==> src/umi_consts.svh <==
//*****************************
// widths, opcodes and codes shared by the umi memory subsystem
// pull in with `include wherever a define is needed
//*****************************
`ifndef UMI_CONSTS_SVH
`define UMI_CONSTS_SVH

// bus widths
`define UMI_CW 32 // command word
`define UMI_AW 16 // word address
`define UMI_DW 32 // data word

`define UMI_MEM_DEPTH 64 // words in the endpoint array

// opcodes, requests carry an odd code
`define UMI_INVALID    5'd0
`define UMI_REQ_READ   5'd1
`define UMI_RESP_READ  5'd2
`define UMI_REQ_WRITE  5'd3
`define UMI_RESP_WRITE 5'd4
`define UMI_REQ_POSTED 5'd5
`define UMI_REQ_ATOMIC 5'd9

// atomic types, sit in the len/atype byte
`define UMI_ATOMIC_ADD  8'd0
`define UMI_ATOMIC_SWAP 8'd1
`define UMI_ATOMIC_AND  8'd2
`define UMI_ATOMIC_OR   8'd3
`define UMI_ATOMIC_XOR  8'd4

// response error codes in bits 26:25
`define UMI_ERR_OK     2'd0
`define UMI_ERR_DECODE 2'd2 // bad opcode, size or len
`define UMI_ERR_RANGE  2'd3 // address past the array

`define UMI_SIZE_WORD 3'd2 // 4 bytes, the only size served

`endif

==> src/umi_pkg.sv <==
//*****************************
// types shared by the umi memory blocks
//*****************************
`include "umi_consts.svh"

package umi_pkg;

   // bus vectors
   typedef logic [`UMI_CW-1:0] umi_cmd_t;
   typedef logic [`UMI_AW-1:0] umi_addr_t;
   typedef logic [`UMI_DW-1:0] umi_data_t;

   // command fields
   typedef logic [4:0] umi_opcode_t; // bits 4:0
   typedef logic [7:0] umi_atype_t;  // bits 15:8 on atomics
   typedef logic [1:0] umi_err_t;    // bits 26:25 on responses
   typedef logic [4:0] umi_hostid_t; // bits 31:27

   // arbiter remembers which port it served last
   typedef enum logic {
      last_port0,
      last_port1
   } arb_state_t;

   // endpoint has a response on the bus or not
   typedef enum logic {
      idle,
      respond
   } ep_state_t;

endpackage

==> src/umi_unpack.sv <==
//*****************************
// splits a umi command word into its control fields, no state
//*****************************
`include "umi_consts.svh"

module umi_unpack (
   input  umi_pkg::umi_cmd_t    packet_cmd,
   output umi_pkg::umi_opcode_t cmd_opcode,
   output logic [2:0]           cmd_size,
   output logic [7:0]           cmd_len,
   output umi_pkg::umi_atype_t  cmd_atype,
   output logic [3:0]           cmd_qos,
   output logic [1:0]           cmd_prot,
   output logic                 cmd_eom,
   output logic                 cmd_eof,
   output logic                 cmd_ex,
   output logic [1:0]           cmd_user,
   output logic [23:0]          cmd_user_extended,
   output umi_pkg::umi_err_t    cmd_err,
   output umi_pkg::umi_hostid_t cmd_hostid,
   output logic                 cmd_response,
   output logic                 cmd_atomic
);

   // even opcode that is not invalid means a response
   assign cmd_response = ~packet_cmd[0] & (packet_cmd[4:0] != `UMI_INVALID);
   assign cmd_atomic   = (packet_cmd[4:0] == `UMI_REQ_ATOMIC);

   assign cmd_opcode = packet_cmd[4:0];
   assign cmd_size   = packet_cmd[7:5];

   // on atomics byte 1 is the atype, so len reads as zero
   assign cmd_len   = {8{~cmd_atomic}} & packet_cmd[15:8];
   assign cmd_atype = packet_cmd[15:8];

   assign cmd_qos  = packet_cmd[19:16];
   assign cmd_prot = packet_cmd[21:20];
   assign cmd_eom  = packet_cmd[22]; // end of message
   assign cmd_eof  = packet_cmd[23]; // end of frame
   assign cmd_ex   = packet_cmd[24]; // exclusive

   // bits 26:25 are user bits on requests, err on responses
   assign cmd_user = packet_cmd[26:25];
   assign cmd_err  = {2{cmd_response}} & packet_cmd[26:25];

   assign cmd_hostid = packet_cmd[31:27];

   // upper 24 bits as one extended user field
   assign cmd_user_extended = packet_cmd[31:8];

endmodule

==> src/umi_req_arbiter.sv <==
//*****************************
// two-port round-robin request arbiter, one held request per port
// busy stays high from capture until the request goes to the endpoint
//*****************************
module umi_req_arbiter (
   input  logic               clk,
   input  logic               rst_n,
   input  logic               req0_valid,
   input  umi_pkg::umi_cmd_t  req0_cmd,
   input  umi_pkg::umi_addr_t req0_addr,
   input  umi_pkg::umi_data_t req0_data,
   input  logic               req1_valid,
   input  umi_pkg::umi_cmd_t  req1_cmd,
   input  umi_pkg::umi_addr_t req1_addr,
   input  umi_pkg::umi_data_t req1_data,
   output logic               req0_busy,
   output logic               req1_busy,
   output logic               mem_valid,
   output umi_pkg::umi_cmd_t  mem_cmd,
   output umi_pkg::umi_addr_t mem_addr,
   output umi_pkg::umi_data_t mem_data
);

   // port inputs gathered by index
   logic [1:0]         in_valid;
   umi_pkg::umi_cmd_t  in_cmd  [2];
   umi_pkg::umi_addr_t in_addr [2];
   umi_pkg::umi_data_t in_data [2];

   // hold registers and pending flags
   logic [1:0]         pend_q;
   umi_pkg::umi_cmd_t  hold_cmd  [2];
   umi_pkg::umi_addr_t hold_addr [2];
   umi_pkg::umi_data_t hold_data [2];

   umi_pkg::arb_state_t last_q; // port served most recently
   logic [1:0]          accept;
   logic [1:0]          grant;
   logic                gsel; // 1 picks port 1

   assign in_valid   = {req1_valid, req0_valid};
   assign in_cmd[0]  = req0_cmd;
   assign in_cmd[1]  = req1_cmd;
   assign in_addr[0] = req0_addr;
   assign in_addr[1] = req1_addr;
   assign in_data[0] = req0_data;
   assign in_data[1] = req1_data;

   assign accept = in_valid & ~pend_q; // a strobe under busy is lost

   // port 0 wins when alone or when port 1 went last
   always_comb begin
      grant = 2'b00;
      if (pend_q[0] && (!pend_q[1] || last_q == umi_pkg::last_port1)) begin
         grant[0] = 1'b1;
      end else if (pend_q[1]) begin
         grant[1] = 1'b1;
      end
   end

   assign gsel = grant[1];

   always_ff @(posedge clk) begin
      if (!rst_n) begin
         pend_q    <= 2'b00;
         mem_valid <= 1'b0;
         last_q    <= umi_pkg::last_port1; // first tie goes to port 0
      end else begin
         pend_q    <= (pend_q & ~grant) | accept; // grant and accept never overlap
         mem_valid <= |grant;
         if (grant[0]) begin
            last_q <= umi_pkg::last_port0;
         end else if (grant[1]) begin
            last_q <= umi_pkg::last_port1;
         end
      end
   end

   // payload, captured on accept and forwarded on grant
   always_ff @(posedge clk) begin
      for (int p = 0; p < 2; p++) begin
         if (accept[p]) begin
            hold_cmd[p]  <= in_cmd[p];
            hold_addr[p] <= in_addr[p];
            hold_data[p] <= in_data[p];
         end
      end
      if (|grant) begin
         mem_cmd  <= hold_cmd[gsel];
         mem_addr <= hold_addr[gsel];
         mem_data <= hold_data[gsel];
      end
   end

   assign req0_busy = pend_q[0];
   assign req1_busy = pend_q[1];

endmodule

==> src/umi_mem_endpoint.sv <==
//*****************************
// umi memory endpoint, checks and executes one request per cycle
// answers one cycle after mem_valid, posted writes stay silent
//*****************************
`include "umi_consts.svh"

module umi_mem_endpoint #(
   parameter int depth = `UMI_MEM_DEPTH
) (
   input  logic               clk,
   input  logic               rst_n,
   input  logic               mem_valid,
   input  umi_pkg::umi_cmd_t  mem_cmd,
   input  umi_pkg::umi_addr_t mem_addr,
   input  umi_pkg::umi_data_t mem_data,
   output logic               resp_valid,
   output umi_pkg::umi_cmd_t  resp_cmd,
   output umi_pkg::umi_data_t resp_data
);

   localparam int idx_w = (depth > 1) ? $clog2(depth) : 1;

   umi_pkg::umi_data_t mem [depth]; // word array
   umi_pkg::ep_state_t state_q;

   // fields from the unpacker
   umi_pkg::umi_opcode_t opcode;
   logic [2:0]           size;
   logic [7:0]           len;
   umi_pkg::umi_atype_t  atype;
   logic [3:0]           qos;
   logic [1:0]           prot;
   umi_pkg::umi_hostid_t hostid;
   logic                 is_atomic;

   logic [idx_w-1:0]     idx;
   logic                 op_read;
   logic                 op_write;
   logic                 op_posted;
   logic                 op_known;
   umi_pkg::umi_err_t    err;
   umi_pkg::umi_data_t   old_data;
   umi_pkg::umi_data_t   new_data;
   logic                 wr_en;
   logic                 resp_due;
   umi_pkg::umi_opcode_t resp_opcode;

   umi_unpack unpack_i (
      .packet_cmd        (mem_cmd),
      .cmd_opcode        (opcode),
      .cmd_size          (size),
      .cmd_len           (len),
      .cmd_atype         (atype),
      .cmd_qos           (qos),
      .cmd_prot          (prot),
      .cmd_eom           (),
      .cmd_eof           (),
      .cmd_ex            (),
      .cmd_user          (),
      .cmd_user_extended (),
      .cmd_err           (),
      .cmd_hostid        (hostid),
      .cmd_response      (),
      .cmd_atomic        (is_atomic)
   );

   assign op_read   = (opcode == `UMI_REQ_READ);
   assign op_write  = (opcode == `UMI_REQ_WRITE);
   assign op_posted = (opcode == `UMI_REQ_POSTED);

   // unknown atype counts as a bad opcode
   assign op_known = op_read | op_write | op_posted |
                     (is_atomic & (atype <= `UMI_ATOMIC_XOR));

   // decode first, range second
   always_comb begin
      if (!op_known || size != `UMI_SIZE_WORD || len != 8'd0) begin
         err = `UMI_ERR_DECODE;
      end else if (mem_addr >= umi_pkg::umi_addr_t'(depth)) begin
         err = `UMI_ERR_RANGE;
      end else begin
         err = `UMI_ERR_OK;
      end
   end

   assign idx      = mem_addr[idx_w-1:0];
   assign old_data = mem[idx]; // value before this request

   // value left in memory by a write or atomic
   always_comb begin
      new_data = mem_data; // plain and posted writes
      if (is_atomic) begin
         case (atype)
            `UMI_ATOMIC_ADD:  new_data = old_data + mem_data;
            `UMI_ATOMIC_SWAP: new_data = mem_data;
            `UMI_ATOMIC_AND:  new_data = old_data & mem_data;
            `UMI_ATOMIC_OR:   new_data = old_data | mem_data;
            `UMI_ATOMIC_XOR:  new_data = old_data ^ mem_data;
            default:          new_data = old_data; // rejected by decode
         endcase
      end
   end

   // failed requests leave memory alone
   assign wr_en = mem_valid & (err == `UMI_ERR_OK) & (op_write | op_posted | is_atomic);

   // only a clean posted write goes unanswered
   assign resp_due = !(op_posted && err == `UMI_ERR_OK);

   // write kinds get RESP_WRITE, everything else incl. junk gets RESP_READ
   assign resp_opcode = (op_write | op_posted) ? `UMI_RESP_WRITE : `UMI_RESP_READ;

   always_ff @(posedge clk) begin
      if (wr_en) begin
         mem[idx] <= new_data;
      end
   end

   always_ff @(posedge clk) begin
      if (!rst_n) begin
         state_q <= umi_pkg::idle;
      end else if (mem_valid && resp_due) begin
         state_q <= umi_pkg::respond;
      end else begin
         state_q <= umi_pkg::idle;
      end
   end

   // response word: hostid, err, ex, eof, eom, prot, qos, len, size, opcode
   always_ff @(posedge clk) begin
      if (mem_valid) begin
         resp_cmd <= {hostid, err, 1'b0, 1'b0, 1'b1, prot, qos, 8'h00, size, resp_opcode};
         // reads and atomics return the old word, writes and errors zero
         if (err == `UMI_ERR_OK && (op_read || is_atomic)) begin
            resp_data <= old_data;
         end else begin
            resp_data <= '0;
         end
      end
   end

   assign resp_valid = (state_q == umi_pkg::respond);

endmodule

==> src/umi_mem_top.sv <==
//*****************************
// umi memory subsystem top, two request ports into one endpoint
//*****************************
`include "umi_consts.svh"

module umi_mem_top #(
   parameter int depth = `UMI_MEM_DEPTH
) (
   input  logic               clk,
   input  logic               rst_n,
   // port 0
   input  logic               req0_valid,
   input  umi_pkg::umi_cmd_t  req0_cmd,
   input  umi_pkg::umi_addr_t req0_addr,
   input  umi_pkg::umi_data_t req0_data,
   output logic               req0_busy,
   // port 1
   input  logic               req1_valid,
   input  umi_pkg::umi_cmd_t  req1_cmd,
   input  umi_pkg::umi_addr_t req1_addr,
   input  umi_pkg::umi_data_t req1_data,
   output logic               req1_busy,
   // shared response bus, hostid tells the ports apart
   output logic               resp_valid,
   output umi_pkg::umi_cmd_t  resp_cmd,
   output umi_pkg::umi_data_t resp_data
);

   // arbiter to endpoint
   logic               mem_valid;
   umi_pkg::umi_cmd_t  mem_cmd;
   umi_pkg::umi_addr_t mem_addr;
   umi_pkg::umi_data_t mem_data;

   umi_req_arbiter arb_i (
      .clk        (clk),
      .rst_n      (rst_n),
      .req0_valid (req0_valid),
      .req0_cmd   (req0_cmd),
      .req0_addr  (req0_addr),
      .req0_data  (req0_data),
      .req1_valid (req1_valid),
      .req1_cmd   (req1_cmd),
      .req1_addr  (req1_addr),
      .req1_data  (req1_data),
      .req0_busy  (req0_busy),
      .req1_busy  (req1_busy),
      .mem_valid  (mem_valid),
      .mem_cmd    (mem_cmd),
      .mem_addr   (mem_addr),
      .mem_data   (mem_data)
   );

   umi_mem_endpoint #(
      .depth (depth)
   ) ep_i (
      .clk        (clk),
      .rst_n      (rst_n),
      .mem_valid  (mem_valid),
      .mem_cmd    (mem_cmd),
      .mem_addr   (mem_addr),
      .mem_data   (mem_data),
      .resp_valid (resp_valid),
      .resp_cmd   (resp_cmd),
      .resp_data  (resp_data)
   );

endmodule

==> config.mk <==
export PLATFORM = sky130hd
export DESIGN_NAME = umi_mem_top
export DESIGN_NICKNAME = d
export VERILOG_FILES = /design/src/umi_pkg.sv /design/src/umi_unpack.sv /design/src/umi_req_arbiter.sv /design/src/umi_mem_endpoint.sv /design/src/umi_mem_top.sv
export VERILOG_INCLUDE_DIRS = /design/src /design/src/src
export SDC_FILE = /design/constraint.sdc
export NUM_CORES = 2
export LEC_CHECK = 0
export ABC_AREA = 1
export BUFFER_PORTS_ARGS = -buffer_cell sky130_fd_sc_hd__buf_2
export CAP_MARGIN = 30
export CORE_MARGIN = 4
export CORE_UTILIZATION = 55
export DETAILED_ROUTE_END_ITERATION = 8
export PLACE_DENSITY = 0.74
export SYNTH_ARGS = -nofsm -noshare
export SYNTH_HDL_FRONTEND = slang
export SYNTH_SLANG_ARGS = --single-unit
==> constraint.sdc <==
create_clock -name clk -period 4.3 [get_ports clk]
set_input_delay 0.645 -clock clk [delete_from_list [all_inputs] [get_ports clk]]
set_output_delay 0.645 -clock clk [all_outputs]
set_load 0.03 [all_outputs]
==> metrics <==
Synth cell types=42; placed insts=11130; global-route wire length before repair=450.0 mm; routed wire length=roughly 310 mm; H-tree lvl count=4; Die ar.=between 150000 and 200000 µm²; reg-to-reg startpoint=arb_i.mem_addr[2]; GRT Util Overall=between 30 and 40%; design area=about 120000 µm²; Clock Tree Root=clkbuf_16; Final nets=about 9600; Ports=about 230; CP dominant cell by count=buf_4; Worst-path clk slew=~0.07 ns; number of global-route vias before repair=approximately 70000; power per cell area=~460 nW/µm²; commonest non-fill, non-tap cell in the layout=nand2_1; RSZ-0062 raised after global routing=true; Leak Pwr=between 40 and 50 nW; sequential cell area=around 70000 µm²; chip height=424.7 µm; worst clock skew=0.05719 ns; layout cells sized above 1=between 20% and 30%; worst setup path start=arb_i.mem_addr[2]; worst min path class=input pin to register; vias per cell=about 5.9; post-route setup slack=-0.2790 ns; Synth Instances=8275; DRT iter0 DRCs=~11000; fin crit share=106.5%; drt pass-1 iters=9; crit path DAT=approximately 5.2 ns; core area=around 170000 µm²; total number of vias=70280; sequential share of the synthesized area=about three quarters; failing checks=setup timing; CTS Buf Count=about 230; CP required=4.96 ns; DRC violations left=0; Min-Delay Startpoint=req0_valid; layout filler cell count=10990; Setup CP Type=register to register; final hold viol count=0; total grt overflow=0; Post-Syn Area=about 95000 µm²; detailed placer's ending HPWL=~180 mm; initial antenna violation count=7; CTS tree=built; I/O Buffers=around 210; CTS max path bufs=3; crit-path max FO=40; CP Capture Type=register; maximum clock frequency=around 220 MHz; # setup viols final=1669; #FFs+latches synth=between 2000 and 2500; syn avg cell area=around 12 µm²; Period minus WS final=4.579 ns; crit start category=register; synth warn=0; Max Slew Vio Count=0; die span in x=between 400 and 500 µm; multi-input logic area=25000 µm²; Slowest-stage cell, CP=edfxtp_1; VDD IR max=around 530 µV; Clock Sinks=2328; largest net degree at the start of global routing=72; row count=around 150; DP Area=106300 µm²; area grow syn2layout=25.31%; Slew Limit Headroom=~31%; WL/cell=around 26 µm; status=complete, but fails checks; Antenna Nets Post-Route=0; Cell Count, Final, Fillers Out=approximately 12000; Worst-Skew Late Latency=roughly 0.9 ns; GPL Wtd Cong=approximately 0.94; max incr delay on CP=~0.43 ns; Worst-Margin Slew=between 1 and 1.5 ns; commonest cells after routing, fill and taps aside=3610 x nand2_1, 2323 x edfxtp_1, 490 x buf_4; max_cap viols=0; starting density of the core=between 50% and 60%
==> cell type report <==
| class | count | area share [%] |
|---|---|---|
| Tap cell | 2310 | 2.415 |
| Clock buffer | 271 | 4.849 |
| Timing Repair inverter | 5 | 0.03241 |
| Antenna cell | 6 | 0.01255 |
| Inverter | 304 | 1.025 |
| Multi-Input combinational cell | 5275 | 20.89 |
| Sequential cell | 2328 | 58.38 |
| Clock inverter | 133 | 1.160 |
| Timing Repair Buffer | 1199 | 11.23 |
==> registers in the layout, indices dropped and copies added, names as in the netlist <==
| signal | cells |
|---|---|
| arb_i.hold_cmd | 54 |
| arb_i.hold_addr | 32 |
| arb_i.mem_cmd | 27 |
| arb_i.mem_valid | 1 |
| arb_i.mem_data | 32 |
| arb_i.pend_q | 2 |
| ep_i.resp_cmd | 18 |
| arb_i.hold_data | 64 |
| ep_i.resp_valid | 1 |
| arb_i.last_q | 1 |
| ep_i.resp_data | 32 |
| arb_i.mem_addr | 16 |
| ep_i.mem | 2048 |
==> timing repair <==
item,CTS,global route
buffers inserted,71,7
setup endpoints to repair,1792,1860
cloned,51,12
pin swaps,84,20
endpoints found under the hold margin,152,0
gates resized for setup,483,103
hold buffers,151,0
==> per-stage QoR <==
| step | hold WS [ns] | utilization (%) | setup WS, ns | total power, mW | setup TNS, ns |
|---|---|---|---|---|---|
| floorplan | 0.4003 | - | 0.01436 | 30.26 | 0 |
| global placement | 0.4021 | 61.71 | -0.6108 | 34.15 | -752.17 |
| detailed placement | 0.4062 | 61.75 | -0.5678 | 34.31 | -762.08 |
| CTS | 0.07091 | 69.16 | -0.09132 | 54.83 | -41.56 |
| global route | 0.09520 | 69.52 | -0.4291 | 57.06 | -493.08 |
| finish | 0.1123 | 69.53 | -0.2790 | 55.49 | -254.42 |
==> synth_stat cells (all sizes together) <==
master	n	share of area [%]
clkbuf	108	0.42
edfxtp	2323	73
o21ai	168	0.88
o2111ai	2	0.018
nand4	93	0.61
a21oi	342	1.8
conb	2	0.0079
o2bb2ai	1	0.0092
o22ai	54	0.35
a22oi	61	0.48
ha	64	0.84
mux2	75	0.88
dfxtp	5	0.10
and2	7	0.046
nand3	147	0.79
o211ai	5	0.039
fa	1	0.021
or2	26	0.17
o221ai	4	0.037
xor2	1	0.0092
o21bai	5	0.039
nand2	3794	15
a211oi	2	0.016
nor2	347	1.4
inv	301	1.2
nor4	2	0.013
nand3b	17	0.13
clkinv	3	0.012
nor3	43	0.24
buf	272	1.5
==> worst max-delay path, delay by kind of cell, from the launching register on <==
family | cells | cell delay [ns]
buffers and inverters | 14 | 2.17
AOI/OAI and AO/OA | 3 | 0.33
adders and majority gates | 1 | 0.30
DFF | 1 | 0.43
and+or+nand+nor | 10 | 1.02
==> power breakdown <==
part / internal [mW] / switching, mW / total (mW)
clock: 10.9 / 8.64 / 19.5
combinational: 3.88 / 6.25 / 10.1
sequential: 25.7 / 0.122 / 25.8
==> cell families after synthesis <==
kind of cell    count (synthesis)  synth area share [%]
xor+xnor                        1              0.009173
fa+ha+maj                      65                0.8595
buf+inv                       684                 3.125
compound gates                644                 3.665
simple gates                 4476                 18.30
mux                            75                0.8844
flops                        2328                 73.15
other cells                     2              0.007864
==> routing by layer <==
layer	global-route usage, %	part of all wire, %	vias up
met1	44.05	34	33690
met4	20.29	7.2	4
met3	7.382	13	1106
met5	0	0.0073	-
li1	-	-	30300
met2	53.63	46	5177
==> final timing paths <==
kind,cells past startpoint,endpoint,slack (ns)
max,28,ep_i.mem[31][4],-0.28
min,3,arb_i.pend_q[0],0.11
max reg2reg,28,ep_i.mem[31][4],-0.28
min reg2reg,0,ep_i.resp_cmd[18],0.42
Note: power is estimated with default switching activity, not from simulation.
